**src/verilog/mult_config.svh**
```systemverilog
// multiplier configuration: operand, subword and shift widths
`ifndef MULT_CONFIG_SVH
`define MULT_CONFIG_SVH

// operand and result width, fixed by the integer ISA
`define MULT_WIDTH 32

// subword width used by the 16x16 multiplier
`define MULT_HALF 16

// width of the normalizing shift amount
`define MULT_IMM_W 5

// shift applied after the low partial products of the
// high-word sequence
`define MULT_MULH_SHIFT 16

`endif

```
**src/verilog/mult_pkg.sv**
```systemverilog
// multiplier types: operation encoding, widths, request and sequencer control
`default_nettype none

`include "mult_config.svh"

package mult_pkg;

  // widths that carry a meaning
  typedef logic [`MULT_WIDTH-1:0] word_t;
  typedef logic [`MULT_HALF-1:0]  half_t;
  typedef logic [`MULT_IMM_W-1:0] shamt_t;

  // operation select
  typedef enum logic [2:0] {
    MUL_MAC32 = 3'd0,
    MUL_MSU32 = 3'd1,
    MUL_I     = 3'd2,
    MUL_IR    = 3'd3,
    MUL_H     = 3'd4,
    MUL_DOT8  = 3'd5,
    MUL_DOT16 = 3'd6
  } mult_op_e;

  // one multiply request, held stable until it is taken
  typedef struct packed {
    mult_op_e   op;
    // upper halves of A and B for the short ops
    logic       subword;
    // bit 0 A signed, bit 1 B signed
    logic [1:0] op_signed;
    shamt_t     imm;
    word_t      op_a;
    word_t      op_b;
    word_t      op_c;
  } mult_req_t;

  // per-step steering of the short multiplier during MULH
  typedef struct packed {
    logic       active;
    shamt_t     imm;
    // bit 0 upper half of A, bit 1 upper half of B
    logic [1:0] subword_sel;
    logic [1:0] signed_sel;
    logic       shift_arith;
    // bit 32 of the running partial sum
    logic       carry;
    // running partial sum from the previous step
    word_t      acc;
  } mulh_ctrl_t;

  typedef enum logic [2:0] {IDLE, STEP0, STEP1, STEP2, FINISH} mulh_state_e;

endpackage

`default_nettype wire

```
**src/verilog/mult_mulh_seq.sv**
```systemverilog
// high-word multiply sequencer: four partial products over one shared 16x16 MAC
`default_nettype none
`timescale 1ns/1ps

`include "mult_config.svh"

module mult_mulh_seq import mult_pkg::*; (
  input  logic       clk,
  input  logic       rst_n,
  input  logic       enable_i,
  input  mult_op_e   op_i,
  input  logic [1:0] op_signed_i,
  input  logic       ex_ready_i,
  input  logic       mac_carry_i,
  input  word_t      mac_result_i,
  output mulh_ctrl_t ctrl_o,
  output logic       ready_o,
  output logic       multicycle_o
);

  mulh_state_e state_q;
  mulh_state_e state_d;
  logic        carry_q;
  logic        save_carry;
  logic        clear_carry;
  logic        save_acc;
  word_t       acc_q;

  //////////////////////////////
  // step control
  //////////////////////////////

  always_comb begin
    state_d            = state_q;
    ctrl_o.active      = 1'b1;
    ctrl_o.imm         = '0;
    ctrl_o.subword_sel = 2'b00;
    ctrl_o.signed_sel  = 2'b00;
    ctrl_o.shift_arith = 1'b0;
    ctrl_o.carry       = carry_q;
    ctrl_o.acc         = acc_q;
    ready_o            = 1'b0;
    multicycle_o       = 1'b0;
    save_carry         = 1'b0;
    clear_carry        = 1'b0;
    save_acc           = 1'b0;

    case (state_q)
      IDLE: begin
        // short unit follows the request directly
        ctrl_o.active = 1'b0;
        ready_o       = 1'b1;
        if (enable_i && (op_i == MUL_H)) begin
          ready_o = 1'b0;
          state_d = STEP0;
        end
      end
      STEP0: begin
        // AL*BL unsigned, fresh sum, keep only the upper 16 bits
        multicycle_o = 1'b1;
        ctrl_o.imm   = shamt_t'(`MULT_MULH_SHIFT);
        ctrl_o.acc   = '0;
        save_acc     = 1'b1;
        state_d      = STEP1;
      end
      STEP1: begin
        // AL*BH takes B's sign; sum may need 33 bits
        multicycle_o       = 1'b1;
        ctrl_o.subword_sel = 2'b10;
        ctrl_o.signed_sel  = {op_signed_i[1], 1'b0};
        ctrl_o.shift_arith = 1'b1;
        save_carry         = 1'b1;
        save_acc           = 1'b1;
        state_d            = STEP2;
      end
      STEP2: begin
        // AH*BL takes A's sign, then shift the 34-bit sum back down
        multicycle_o       = 1'b1;
        ctrl_o.subword_sel = 2'b01;
        ctrl_o.signed_sel  = {1'b0, op_signed_i[0]};
        ctrl_o.imm         = shamt_t'(`MULT_MULH_SHIFT);
        ctrl_o.shift_arith = 1'b1;
        // top bits are folded into the shift, carry not needed after
        save_carry         = 1'b1;
        clear_carry        = 1'b1;
        save_acc           = 1'b1;
        state_d            = FINISH;
      end
      FINISH: begin
        // AH*BH with both signs, result valid until taken
        ctrl_o.subword_sel = 2'b11;
        ctrl_o.signed_sel  = op_signed_i;
        ready_o            = 1'b1;
        if (ex_ready_i) begin
          state_d = IDLE;
        end
      end
      default: begin
        state_d = IDLE;
      end
    endcase
  end

  always_ff @(posedge clk or negedge rst_n) begin
    if (!rst_n) begin
      state_q <= IDLE;
      carry_q <= 1'b0;
    end else begin
      state_q <= state_d;
      if (save_carry) begin
        carry_q <= ~clear_carry & mac_carry_i;
      end else if (ex_ready_i) begin
        // next instruction starts with a clean carry
        carry_q <= 1'b0;
      end
    end
  end

  // partial sum carried from one step to the next
  always_ff @(posedge clk) begin
    if (save_acc) begin
      acc_q <= mac_result_i;
    end
  end

endmodule

`default_nettype wire

```
**config.mk**
```make
export PLATFORM = sky130hd
export DESIGN_NAME = mult_mulh_seq
export DESIGN_NICKNAME = d
export VERILOG_FILES = /design/src/verilog/mult_pkg.sv /design/src/verilog/mult_mulh_seq.sv
export VERILOG_INCLUDE_DIRS = /design/src /design/src/verilog
export SDC_FILE = /design/constraint.sdc
export NUM_CORES = 1
export LEC_CHECK = 0
export BUFFER_PORTS_ARGS = -buffer_cell sky130_fd_sc_hd__buf_2
export CAP_MARGIN = 10
export CORE_MARGIN = 3
export CORE_UTILIZATION = 46
export CTS_CLUSTER_SIZE = 25
export DETAILED_ROUTE_END_ITERATION = 16
export GPL_TIMING_DRIVEN = 0
export PLACE_DENSITY_LB_ADDON = 0.1
export SLEW_MARGIN = 30
export SYNTH_ARGS = -nofsm -noshare
export SYNTH_HDL_FRONTEND = slang
export SYNTH_SLANG_ARGS = --single-unit
```
**constraint.sdc**
```tcl
create_clock -name clk -period 3.9 [get_ports clk]
set_clock_uncertainty 0.1 [all_clocks]
set_input_delay 0.78 -clock clk [delete_from_list [all_inputs] [get_ports clk]]
set_output_delay 0.78 -clock clk [all_outputs]
set_load 0.005 [all_outputs]
```
# == After elaboration in Yosys (flattened, before gate mapping) ==
# Cells that the tools add are included.
# totals
reg_bits,36
input_bits,42
# classes
eq_ne,7
n_mux,14
bitwise,2
n_reduce_logical,7
# op_table
op,n
$mux W32,1
$pmux W3 S5,1
$pmux W4 S3,1
$mux W1,7
$eq A3 B2 Y1 const B,2
$eq A3 B3 Y1 const B,2
$mux W3,2
$mux W5,1
$ne A2 B2 Y1 const B,2
$reduce_or A2 Y1,2
$eq A3 B1 Y1 const B,1
$logic_not A3 Y1,1
$reduce_or A3 Y1,1
$pmux W1 S2,1
$reduce_and A2 Y1,1
$reduce_bool A2 Y1,1
$and A1 B1 Y1,1
$logic_and A1 B1 Y1,1
$not A1 Y1,1

# == Depth between registers and ports, before layout ==
# Gate-level depths: netlist (run 1).
# logic_depth
word_depth,5
mapped_depth,3
depth_no_buf,2

# == Worst setup path before layout (run 1) ==
# Ideal clock, no wire load.
# synth_path
path_kind,flip-flop to output port
from,register state_q[2]
to,output port multicycle_o
t_arrival_ns,1.991
t_required_ns,3.020
setup_slack_ns,1.029
path_stages_with_launch,3
path_buffers,1
path_cell_list,dfrtp_1 > buf_2 > nor2_1
# synth_between
elab_chain_len,3
word_cells_on_any_way,5
cone_classes,eq/ne: 3; mux: 1; reduce/logical: 1
# synth_rtl
element,line,text
start: declaration,mult_mulh_seq.sv:21,mulh_state_e state_q;
start signal: assignment,mult_mulh_seq.sv:109,state_q <= state_d;
$eq A3 B2 Y1 / $eq A3 B1 Y1 (equally long branches),mult_mulh_seq.sv:48,case (state_q)
$reduce_or A3 Y1 (no source line) *,-,
$mux W1 *,mult_mulh_seq.sv:48,
end: declaration,mult_mulh_seq.sv:18,output logic multicycle_o
# Every way passes the cells marked *; elsewhere a longest branch is shown, timed or not.

# == Final worst setup path (run 1) ==
# layout_path
from,register state_q[0]
to,output port multicycle_o
# Same word-level chain as after synthesis.

==> load_flow_metrics.sql, run 1 <==
INSERT INTO impl_metrics (metric_group, metric, value, unit) VALUES
('placement', 'place_congestion', '0.6963', ''),
('detailed_routing', 'drtPass1Iterations', '3', ''),
('cts', 'cts_htree_levels', '2', ''),
('synthesis', 'sequential_cell_area_fraction_in_the_yosys_report', '70.20', '%'),
('final_layout', 'most_common_cell_after_layout_fill_and_taps_aside', 'sky130_fd_sc_hd__buf_2', ''),
('sta', 'timing.final.crit_share', '64.81', '%'),
('synthesis', 'synthDistinctLibCells', '23', ''),
('cts', 'clk_latency', '330', 'ps'),
('global_route', 'grt_first_pass_wirelength', '4.692', 'mm'),
('setup_path', 'critical_path.n_buffers_inverters', '2', ''),
('detailed_routing', 'route.vias.total', '1078', ''),
('floorplanning', 'std_cell_rows', '20', ''),
('detailed_routing', 'route.detailed.wl_per_inst', '11.50', 'µm'),
('final_layout', 'diodes', '0', ''),
('run_status', 'status', 'finished, final reports clean', ''),
('placement', 'hpwl_reported_at_the_end_of_detailed_placement', '2.195', 'mm'),
('synthesis', 'synthesized_area_fraction_occupied_by_xor_and_xnor_cells', '1.159', '%'),
('setup_path', 'worstPathArrival', '1650', 'ps'),
('global_route', 'remaining_global_route_overflow', '0', ''),
('floorplanning', 'die_y', '63.32', 'µm'),
('sta', 'maxSlewHeadroom', '64.04', '%'),
('synthesis', 'post_synth_inst_count', '105', ''),
('final_layout', 'layoutNonFillerInstCount', '244', ''),
('sta', 'timing_hold_violations_final', '0', ''),
('detailed_routing', 'route.final.wire_length', '2.805', 'mm'),
('setup_path', 'critical_path_required', '3020', 'ps'),
('cts', 'cts_setup_buffers', '0', ''),
('sta', 'grt_setup_unrepaired', 'no', ''),
('flow_run', 'maxCapViolCount', '0', ''),
('setup_path', 'critical-path-top-delay-family', 'simple AND/OR/NAND/NOR gates', ''),
('global_route', 'global_route.usage.total', '15.50', '%'),
('setup_path', 'worstRegToRegCells', '4', ''),
('global_route', 'maximum_number_of_pins_on_one_net_before_global_route_repair', '18', ''),
('detailed_routing', 'initialDrtViolationCount', '20', ''),
('power', 'power.static_leakage', '0.9782', 'nW'),
('power', 'total_power', '1.642', 'mW'),
('cts', 'clk_pin_slew_worst_paths', '110', 'ps'),
('setup_path', 'ff2ff_setup_slack', '2180', 'ps'),
('floorplanning', 'dieWidth', '63.32', 'µm'),
('sta', 'finalHoldWorstSlack', '134.7', 'ps'),
('setup_path', 'critPathMostFrequentCell', 'sky130_fd_sc_hd__buf_2', ''),
('sta', 'fmaxAchievable', '395.6', 'MHz'),
('synthesis', 'post_synthesis_compound_gate_area_fraction', '1.821', '%'),
('cts', 'cts-buffers-inserted', '5', ''),
('setup_path', 'endpoint_kind', 'primary output', ''),
('synthesis', 'synth.cell_area', '1511', 'µm²'),
('placement', 'postPlaceCellArea', '2028', 'µm²'),
('power', 'power_per_cell_area', '785.7', 'nW/µm²'),
('detailed_routing', 'met3RoutedLength', '284', 'µm'),
('cts', 'cts_tree', 'yes', ''),
('floorplanning', 'initial_core_util', '48.71', '%'),
('synthesis', 'yosys.area_share.simple', '20.94', '%'),
('synthesis', 'synth_top_family_by_area', 'simple AND/OR/NAND/NOR gates', ''),
('detailed_routing', 'ant_nets', '0', ''),
('cts', 'cts.repair.resized', '0', ''),
('cts', 'cts_root_buf', 'sky130_fd_sc_hd__clkbuf_4', ''),
('detailed_routing', 'routed-wl-met2', '1.443', 'mm'),
('floorplanning', 'coreArea', '3103', 'µm²'),
('min_path', 'worst_hold_path_type', 'in2async', ''),
('final_layout', 'num-nets-final', '241', ''),
('sta', 'final_setup_viols', '0', ''),
('detailed_routing', 'drc', '0', ''),
('power', 'vdd.ir_drop.worst', '0.5955', 'mV'),
('floorplanning', 'die_area', '4009', 'µm²'),
('cts', 'cts_sinks', '36', ''),
('global_route', 'via_count_of_the_first_global_routing_pass', '1075', ''),
('placement', 'placement.io_buffers', '83', ''),
('detailed_routing', 'wl_met1', '1.052', 'mm'),
('cts', 'max-clock-path-buffers', '2', ''),
('final_layout', 'area_added_between_synthesis_and_finish', '38.24', '%'),
('floorplanning', 'ios', '88', '');
kinds of logic (layout without fill, tap and decap cells):
logic type | after synthesis | count (layout)
AOI/OAI and AO/OA | 4 | 4
xor gates and xnor gates | 2 | 2
buffers and inverters | 13 | 105
DFF | 36 | 36
other | 1 | 4
and+or+nand+nor | 49 | 49
sequential cells by signal, summed over array words and instances (netlist names):
register,flops
state_q,3
carry_q,1
acc_q,32
per-stage QoR:
stage          utilization [%]  worst slack (ps)
2_1_floorplan                -              1029
6_report                 67.34              1372
3_5_place_dp             65.36              1638
5_1_grt                  67.34              1181
3_3_place_gp             64.23             230.4
4_1_cts                  67.34              1310
area by class of cell:
class,count,area (µm²)
sequential,36,1061
fill,264,1013
timing repair buffer,84,442.9
multi-input combinational,59,384.1
buffer,12,81.33
tap,44,55.05
clock buffer,6,51.30
clock inverter,2,10.01
inverter,1,3.754
worst paths after layout:
check                      startpoint            to
setup / recovery           state_q[0]  multicycle_o
hold / removal                  rst_n    state_q[1]
setup reg to reg           state_q[0]     acc_q[29]
hold reg to reg               carry_q       carry_q
max in group asynchronous       rst_n    state_q[0]
min in group clk              carry_q       carry_q
cell usage after synthesis, drive strengths merged:
library cell | n | area share [%]
buf | 12 | 5.4
nor3b | 2 | 1.3
nand4bb | 2 | 1.5
or3 | 1 | 0.41
nor2 | 4 | 0.99
nand2 | 2 | 0.50
conb | 1 | 0.25
a21boi | 1 | 0.50
edfxtp | 32 | 64
inv | 1 | 0.25
nand3b | 1 | 0.50
or4b | 1 | 0.66
xnor2 | 2 | 1.2
nand2b | 1 | 0.41
o21a | 1 | 0.50
or3b | 1 | 0.58
dfrtp | 4 | 6.6
nor2b | 34 | 14
o21ai | 1 | 0.33
a211oi | 1 | 0.50
worst register-to-register path, cell delays in order, from the launching register on:
cell and delay, ps:
sky130_fd_sc_hd__dfrtp_1 370, sky130_fd_sc_hd__buf_2 200, sky130_fd_sc_hd__nor2_1 110, sky130_fd_sc_hd__nor2_4 430, sky130_fd_sc_hd__buf_16 220
metal layers:
layer	global-route usage (%)	up-vias
met5	0	-
met4	7.008	0
met3	6.774	4
met2	26.21	56
met1	16.61	480
li1	-	538
power by group:
part,switching (mW),internal [mW]
clock,0.114,0.0858
sequential,0.0416,0.641
combinational,0.377,0.382
total,0.533,1.11
(Power assumes the default switching activity.)
==> run 2, diff against run 1 <==
--- a/config.mk
+++ b/config.mk
@@ -6,10 +6,11 @@
 export SDC_FILE = /design/constraint.sdc
 export NUM_CORES = 1
 export LEC_CHECK = 0
+export ABC_AREA = 1
 export BUFFER_PORTS_ARGS = -buffer_cell sky130_fd_sc_hd__buf_2
 export CAP_MARGIN = 10
 export CORE_MARGIN = 3
-export CORE_UTILIZATION = 46
+export CORE_UTILIZATION = 39
 export CTS_CLUSTER_SIZE = 25
 export DETAILED_ROUTE_END_ITERATION = 16
 export GPL_TIMING_DRIVEN = 0
==> constraint.sdc (replaced) <==
create_clock -name clk -period 2.25 [get_ports clk]
set_clock_uncertainty 0.1 [all_clocks]
set_input_delay 0.45 -clock clk [delete_from_list [all_inputs] [get_ports clk]]
set_output_delay 0.45 -clock clk [all_outputs]
set_load 0.005 [all_outputs]
==> run 2 against run 1 <==
Worst setup slack got worse by 1200 ps. Critical path depth unchanged. Sequential share of layout area fell by 1.7 points. Largest cell class unchanged.
==> load_flow_metrics.sql, run 2 <==
INSERT INTO impl_metrics (metric_group, metric, value, unit) VALUES
('sta', 'timing.final.crit_share', '91.72', '%'),
('cts', 'clk_pin_slew_worst_paths', '70', 'ps'),
('synthesis', 'sequential_cell_area_fraction_in_the_yosys_report', '68.94', '%'),
('global_route', 'grt_first_pass_wirelength', '4.284', 'mm'),
('setup_path', 'crit-reg2reg-launch', 'state_q[1]', ''),
('power', 'share_clk_of_total_power', '13.7', '%'),
('synthesis', 'synth_most_common_cell', 'sky130_fd_sc_hd__inv_1', ''),
('synthesis', 'synth_top_area_share', '62.44', '%'),
('floorplanning', 'die_area', '4736', 'µm²'),
('setup_path', 'setup.worst_path.start_class', 'flip-flop', ''),
('sta', 'layout_min_cycle_time', '2064', 'ps'),
('cts', 'clk_latency', '270', 'ps'),
('global_route', 'maximum_number_of_pins_on_one_net_before_global_route_repair', '20', ''),
('detailed_routing', 'route.final.wire_length', '2.919', 'mm'),
('setup_path', 'crit_type', 'reg2out', ''),
('cts', 'cts_root_buf', 'sky130_fd_sc_hd__clkbuf_8', ''),
('power', 'internal_power', '2.004', 'mW'),
('final_layout', 'reg.largest.list', 'acc_q: 32 flops, state_q: 3 flops, carry_q: 1 flops', ''),
('setup_path', 'endpoint_kind', 'primary output', ''),
('final_layout', 'most_common_cell_after_layout_fill_and_taps_aside', 'sky130_fd_sc_hd__buf_2', ''),
('synthesis', 'post-synth-top-area-cell', 'sky130_fd_sc_hd__edfxtp_1', ''),
('detailed_routing', 'initialDrtViolationCount', '54', ''),
('min_path', 'worst_hold_path_type', 'in2reg', ''),
('floorplanning', 'coreArea', '3744', 'µm²'),
('power', 'seq_power_share', '40.0', '%'),
('final_layout', 'proportion_of_layout_cells_with_a_drive_suffix_above_1', '43.15', '%'),
('sta', 'grt_setup_unrepaired', 'no', ''),
('detailed_routing', 'route.vias.total', '1177', ''),
('global_route', 'via_count_of_the_first_global_routing_pass', '1018', ''),
('synthesis', 'ys_top_cells_by_area', 'sky130_fd_sc_hd__edfxtp_1 62%, sky130_fd_sc_hd__inv_1 9.3%, sky130_fd_sc_hd__nor2_1 9.0%', ''),
('floorplanning', 'initial_core_util', '41.11', '%'),
('sta', 'fmaxAchievable', '484.6', 'MHz'),
('sta', 'final_critical_path_setup_slack', '186.3', 'ps'),
('detailed_routing', 'ant_nets', '0', ''),
('power', 'netSwitchingFraction', '34.97', '%'),
('cts', 'cts_htree_levels', '2', ''),
('detailed_routing', 'post_drt_via_cell_ratio', '4.073', ''),
('floorplanning', 'std_cell_rows', '22', ''),
('setup_path', 'critical_path_required', '1700', 'ps'),
('cts', 'cts-buffers-inserted', '5', ''),
('detailed_routing', 'drc', '0', ''),
('setup_path', 'path_max_fanout', '5', ''),
('detailed_routing', 'drtPass1Iterations', '2', ''),
('synthesis', 'synth.cell_area', '1539', 'µm²'),
('power', 'power_frac_comb', '46.3', '%'),
('final_layout', 'final_cell_mix', '83 x sky130_fd_sc_hd__buf_2, 38 x sky130_fd_sc_hd__inv_1, 36 x sky130_fd_sc_hd__nor2_1', ''),
('placement', 'hpwl_reported_at_the_end_of_detailed_placement', '2.246', 'mm'),
('floorplanning', 'dieWidth', '68.82', 'µm'),
('floorplanning', 'ios', '88', ''),
('power', 'power_per_cell_area', '1425', 'nW/µm²'),
('global_route', 'remaining_global_route_overflow', '0', ''),
('setup_path', 'worst_setup_path_startpoint', 'state_q[1]', ''),
('placement', 'place_congestion', '0.7708', ''),
('cts', 'cts_tree', 'yes', ''),
('setup_path', 'worstPathArrival', '1510', 'ps'),
('sta', 'final_setup_viols', '0', ''),
('final_layout', 'diodes', '0', ''),
('synthesis', 'synth_flop_cell', 'sky130_fd_sc_hd__edfxtp_1', ''),
('sta', 'timing_hold_violations_final', '0', ''),
('power', 'total_net_switching_power', '1.078', 'mW'),
('detailed_routing', 'route.detailed.wl_per_inst', '10.10', 'µm'),
('sta', 'final.setup.tns', '0', 'ps'),
('synthesis', 'synthDistinctLibCells', '15', ''),
('flow_run', 'maxCapViolCount', '0', ''),
('power', 'power.static_leakage', '1.169', 'nW'),
('global_route', 'global_route.usage.total', '12.61', '%'),
('final_layout', 'area_added_between_synthesis_and_finish', '40.49', '%'),
('placement', 'dpl_worst_slack', '362.8', 'ps'),
('synthesis', 'ys_ff_latch', '36', ''),
('synthesis', 'asyncSetResetFlopFracSynth', '11.11', '%'),
('cts', 'cts_sinks', '36', ''),
('placement', 'placement.io_buffers', '83', ''),
('final_layout', 'num-nets-final', '282', ''),
('synthesis', 'post_synth_inst_count', '144', ''),
('floorplanning', 'die_y', '68.82', 'µm'),
('setup_path', 'crit_path_cell_trace', 'nor2_1 > nand2_1 > a21boi_0 > buf_2', ''),
('synthesis', 'synthTopCellsByCount', '38 x sky130_fd_sc_hd__inv_1, 37 x sky130_fd_sc_hd__nor2_1, 32 x sky130_fd_sc_hd__edfxtp_1', ''),
('setup_path', 'slowest_stage', 'sky130_fd_sc_hd__dfrtp_1', ''),
('sta', 'finalHoldWorstSlack', '245.8', 'ps'),
('synthesis', 'yosys_warnings', '0', ''),
('global_route', 'initial_antenna_violation_count', '0', ''),
('synthesis', 'synth-edff-count', '32', ''),
('final_layout', 'regMostFlops', 'acc_q', ''),
('power', 'vdd.ir_drop.worst', '0.7345', 'mV'),
('setup_path', 'critPathMaxStageDelay', '450', 'ps'),
('cts', 'max-clock-path-buffers', '2', ''),
('synthesis', 'synth.avg_cell_area', '10.69', 'µm²'),
('cts', 'cts.repair.resized', '0', ''),
('run_status', 'status', 'finished, final reports clean', ''),
('final_layout', 'largest_register_ffs', '32', ''),
('sta', 'report.final.slew_viol_count', '0', ''),
('min_path', 'min_from', 'mac_result_i[9]', '');
-- run 2: path summary, 6_finish.rpt --
| path | endpoint | depth (start not counted) | slack, ps |
|---|---|---|---|
| min in group asynchronous | carry_q | 2 | 410 |
| max in group asynchronous | state_q[1] | 2 | 1520 |
| min reg2reg | carry_q | 2 | 450 |
| max | ctrl_o[35] | 4 | 190 |
| max reg2reg | acc_q[15] | 3 | 820 |
| min | acc_q[9] | 1 | 250 |
-- run 2: per-layer routing --
layer	part of all wire (%)	track usage, %	up-vias	wire, µm
met5	0	0	-	0
met4	0.55	4.380	0	16
met3	14	6.807	2	400
met2	46	20.62	59	1346
met1	40	13.93	503	1156
li1	-	-	613	-
-- run 2: what timing repair did --
action / CTS / global route
endpoints found under the setup margin: 0 / 1
setup buffers: 0 / 1
hold buffers: 1 / 0
endpoints found under the hold margin: 4 / 0
-- run 2: final cells by class --
class                      count  area [µm²]
fill                         348        1582
sequential                    36        1061
timing repair buffer          86       460.4
multi-input combinational     63       271.5
inverter                      39       146.4
buffer                         9       78.83
clock buffer                   6       72.57
tap                           48       60.06
clock inverter                 2       11.26
-- run 2: cell families after synthesis --
family          count (synthesis)  synth area share, %
compound gates                  3                1.301
buf+inv                        48                14.63
flops                          36                68.94
other cells                     1               0.2437
simple gates                   56                14.88
-- run 2: metrics by stage --
step           power, mW  util, %  instances  area, µm²
2_1_floorplan      1.978        -        147       1553
3_5_place_dp       2.681    55.05        279       2061
4_1_cts            3.115    57.55        288       2155
5_1_grt            3.380    57.75        289       2162
6_report           3.081    57.75        289       2162
3_3_place_gp       2.567    54.18        278       2028
-- run 2: worst max-delay path, delay by kind of cell, from the launching register on --
family | cells | cell delay (ps)
AOI/OAI and AO/OA | 1 | 190
and+or+nand+nor | 2 | 470
DFF | 1 | 450
buffers and inverters | 1 | 130
-- run 2: power groups by stage --
stage	Combinational (mW)	Sequential [mW]	Clock [mW]
3_3_place_gp	1.32	1.25	0
2_1_floorplan	0.746	1.23	0
6_report	1.43	1.23	0.421
5_1_grt	1.64	1.26	0.472
3_5_place_dp	1.43	1.25	0
4_1_cts	1.44	1.24	0.440
==> run 3, diff against run 2 <==
--- a/config.mk
+++ b/config.mk
@@ -10,10 +10,10 @@
 export BUFFER_PORTS_ARGS = -buffer_cell sky130_fd_sc_hd__buf_2
 export CAP_MARGIN = 10
 export CORE_MARGIN = 3
-export CORE_UTILIZATION = 39
+export CORE_UTILIZATION = 46
 export CTS_CLUSTER_SIZE = 25
 export DETAILED_ROUTE_END_ITERATION = 16
-export GPL_TIMING_DRIVEN = 0
+export HOLD_SLACK_MARGIN = 0.15
 export PLACE_DENSITY_LB_ADDON = 0.1
 export SLEW_MARGIN = 30
 export SYNTH_ARGS = -nofsm -noshare
==> constraint.sdc (replaced) <==
create_clock -name clk -period 2.41 [get_ports clk]
set_clock_uncertainty 0.1 [all_clocks]
set_input_delay 0.482 -clock clk [delete_from_list [all_inputs] [get_ports clk]]
set_output_delay 0.482 -clock clk [all_outputs]
set_load 0.005 [all_outputs]
==> run 3 against run 2 <==
Clock-buffer cell count unchanged. Flip-flop and latch count unchanged. Sequential share of layout area increased by 3.2 points. Combinational power decreased by 17%. Global-route usage increased by 2.7 points. Via count decreased by 1.3%. Critical path depth unchanged. Design area decreased by 6.2%. Routed wire length decreased by 2.9%. Power decreased by 15%. Critical endpoint unchanged. Largest cell class unchanged. Largest power group unchanged.
==> load_flow_metrics.sql, run 3 (synthesis gave the netlist of run 2 again) <==
INSERT INTO impl_metrics (metric_group, metric, value, unit) VALUES
('run_status', 'status', 'finished, final reports clean', ''),
('cts', 'cts_root_buf', 'sky130_fd_sc_hd__clkbuf_4', ''),
('placement', 'dpl_worst_slack', '620.9', 'ps'),
('setup_path', 'endpoint_kind', 'primary output', ''),
('setup_path', 'critPathMaxStageDelay', '440', 'ps'),
('sta', 'finalHoldWorstSlack', '230.1', 'ps'),
('sta', 'layout_min_cycle_time', '2143', 'ps'),
('cts', 'cts_setup_buffers', '0', ''),
('placement', 'placement.io_buffers', '83', ''),
('cts', 'cts_tree', 'yes', ''),
('final_layout', 'largest_register_ffs', '32', ''),
('cts', 'cts_sinks', '36', ''),
('global_route', 'remaining_global_route_overflow', '0', ''),
('placement', 'hpwl_reported_at_the_end_of_detailed_placement', '2.245', 'mm'),
('final_layout', 'final_cell_mix', '83 x sky130_fd_sc_hd__buf_2, 38 x sky130_fd_sc_hd__inv_1, 36 x sky130_fd_sc_hd__nor2_1', ''),
('final_layout', 'most_common_cell_after_layout_fill_and_taps_aside', 'sky130_fd_sc_hd__buf_2', ''),
('sta', 'report.final.slew_viol_count', '0', ''),
('power', 'vdd.ir_drop.worst', '0.6795', 'mV'),
('power', 'total_net_switching_power', '0.9574', 'mW'),
('detailed_routing', 'route.detailed.wl_per_inst', '10.26', 'µm'),
('cts', 'max-clock-path-buffers', '2', ''),
('cts', 'ctsHoldBuffers', '1', ''),
('final_layout', 'regMostFlops', 'acc_q', ''),
('sta', 'timing_hold_violations_final', '0', ''),
('sta', 'grt_setup_unrepaired', 'no', ''),
('cts', 'cts-buffers-inserted', '5', ''),
('setup_path', 'worstPathArrival', '1560', 'ps'),
('placement', 'postPlaceCellArea', '1972', 'µm²'),
('power', 'seq_power_share', '44.1', '%'),
('sta', 'final_setup_viols', '0', ''),
('detailed_routing', 'ant_nets', '0', ''),
('global_route', 'via_count_of_the_first_global_routing_pass', '1180', ''),
('final_layout', 'num-nets-final', '274', ''),
('cts', 'clk_latency', '310', 'ps'),
('power', 'power_per_cell_area', '1288', 'nW/µm²'),
('detailed_routing', 'post_drt_via_cell_ratio', '4.210', ''),
('setup_path', 'ff2ff_setup_slack', '770', 'ps'),
('detailed_routing', 'route.final.wire_length', '2.833', 'mm'),
('final_layout', 'proportion_of_layout_cells_with_a_drive_suffix_above_1', '41.38', '%'),
('power', 'power_frac_comb', '45.3', '%'),
('sta', 'fmaxAchievable', '466.5', 'MHz'),
('flow_run', 'maxCapViolCount', '0', ''),
('floorplanning', 'initial_core_util', '49.20', '%'),
('floorplanning', 'coreArea', '3128', 'µm²'),
('min_path', 'worst_hold_path_type', 'in2reg', ''),
('floorplanning', 'std_cell_rows', '20', ''),
('global_route', 'initial_antenna_violation_count', '0', ''),
('detailed_routing', 'drc', '0', ''),
('power', 'share_clk_of_total_power', '10.7', '%'),
('cts', 'clk_pin_slew_worst_paths', '100', 'ps'),
('power', 'netSwitchingFraction', '36.65', '%'),
('sta', 'timing.final.crit_share', '88.94', '%'),
('setup_path', 'path_max_fanout', '5', ''),
('setup_path', 'crit_path_cell_trace', 'nor2_1 > nand2_1 > a21boi_0 > buf_2', ''),
('final_layout', 'multi_input_comb_area', '271.5', 'µm²'),
('setup_path', 'crit_type', 'reg2out', ''),
('final_layout', 'reg.largest.list', 'acc_q: 32 flops, state_q: 3 flops, carry_q: 1 flops', ''),
('final_layout', 'area_added_between_synthesis_and_finish', '31.79', '%'),
('sta', 'final_critical_path_setup_slack', '266.6', 'ps'),
('power', 'power.static_leakage', '1.106', 'nW'),
('cts', 'cts_htree_levels', '2', ''),
('floorplanning', 'ios', '88', ''),
('power', 'internal_power', '1.655', 'mW'),
('global_route', 'grt_first_pass_wirelength', '4.823', 'mm'),
('placement', 'place_congestion', '0.6778', ''),
('floorplanning', 'dieWidth', '63.84', 'µm'),
('detailed_routing', 'initialDrtViolationCount', '25', ''),
('detailed_routing', 'route.vias.total', '1162', ''),
('floorplanning', 'die_area', '4076', 'µm²'),
('final_layout', 'diodes', '0', ''),
('setup_path', 'setup.worst_path.start_class', 'flip-flop', ''),
('global_route', 'maximum_number_of_pins_on_one_net_before_global_route_repair', '23', ''),
('sta', 'final.setup.tns', '0', 'ps'),
('final_layout', 'fill_cells', '280', ''),
('final_layout', 'final_area', '2028', 'µm²'),
('global_route', 'global_route.usage.total', '15.32', '%'),
('cts', 'cts.repair.resized', '0', ''),
('setup_path', 'slowest_stage', 'sky130_fd_sc_hd__dfrtp_1', ''),
('setup_path', 'critical_path_required', '1830', 'ps'),
('detailed_routing', 'drtPass1Iterations', '4', ''),
('floorplanning', 'die_y', '63.84', 'µm'),
('final_layout', 'register_area', '1061', 'µm²');
[run 3: changes by cell type in the layout (fill, tap and decap cells not counted), sizes merged]
cell      previous run  this run
clkinvlp             1         0
buf                 94        86
[run 3: power groups by stage]
stage	Sequential, mW	Combinational (mW)	Clock, mW
detailed placement	1.17	1.20	0
CTS	1.16	1.21	0.293
finish	1.15	1.18	0.279
global placement	1.15	1.18	0
global route	1.19	1.36	0.323
floorplan	1.15	0.696	0
[run 3: worst paths after layout]
path,startpoint,to,depth (start not counted)
setup / recovery,state_q[1],ctrl_o[35],4
hold / removal,mac_result_i[11],acc_q[11],1
setup reg to reg,state_q[1],acc_q[10],3
hold reg to reg,carry_q,carry_q,2
max in group asynchronous,rst_n,state_q[1],2
min in group asynchronous,rst_n,carry_q,2
[run 3: area by class of cell]
type	count	area share, %
flip-flops and latches	36	52.31
repair buffers	87	22.09
multi-input cells	63	13.39
inverters	39	7.218
well taps	44	2.714
clock buffers	6	2.036
clock inverters	1	0.2468
[run 3: through the flow]
| stage | utilization [%] | instances | total power [mW] |
|---|---|---|---|
| after floorplan | - | 147 | 1.847 |
| after global placement | 63.04 | 268 | 2.330 |
| after detailed placement | 63.04 | 268 | 2.371 |
| after CTS | 64.84 | 276 | 2.657 |
| after global routing | 64.84 | 276 | 2.865 |
| final | 64.84 | 276 | 2.612 |
[run 3: critical path: cells and delay by family (launching register included)]
family,cells,cell delay (ps)
AND/OR/NAND/NOR,2,480
flip-flops,1,440
AO/OA/AOI/OAI,1,190
buffers and inverters,1,130
[run 3: per-layer routing]
metal / share of wire [%] / track usage, %
met1: 39 / 16.71
met4: 1.4 / 5.660
met5: 0 / 0
met3: 12 / 5.975
met2: 48 / 26.71
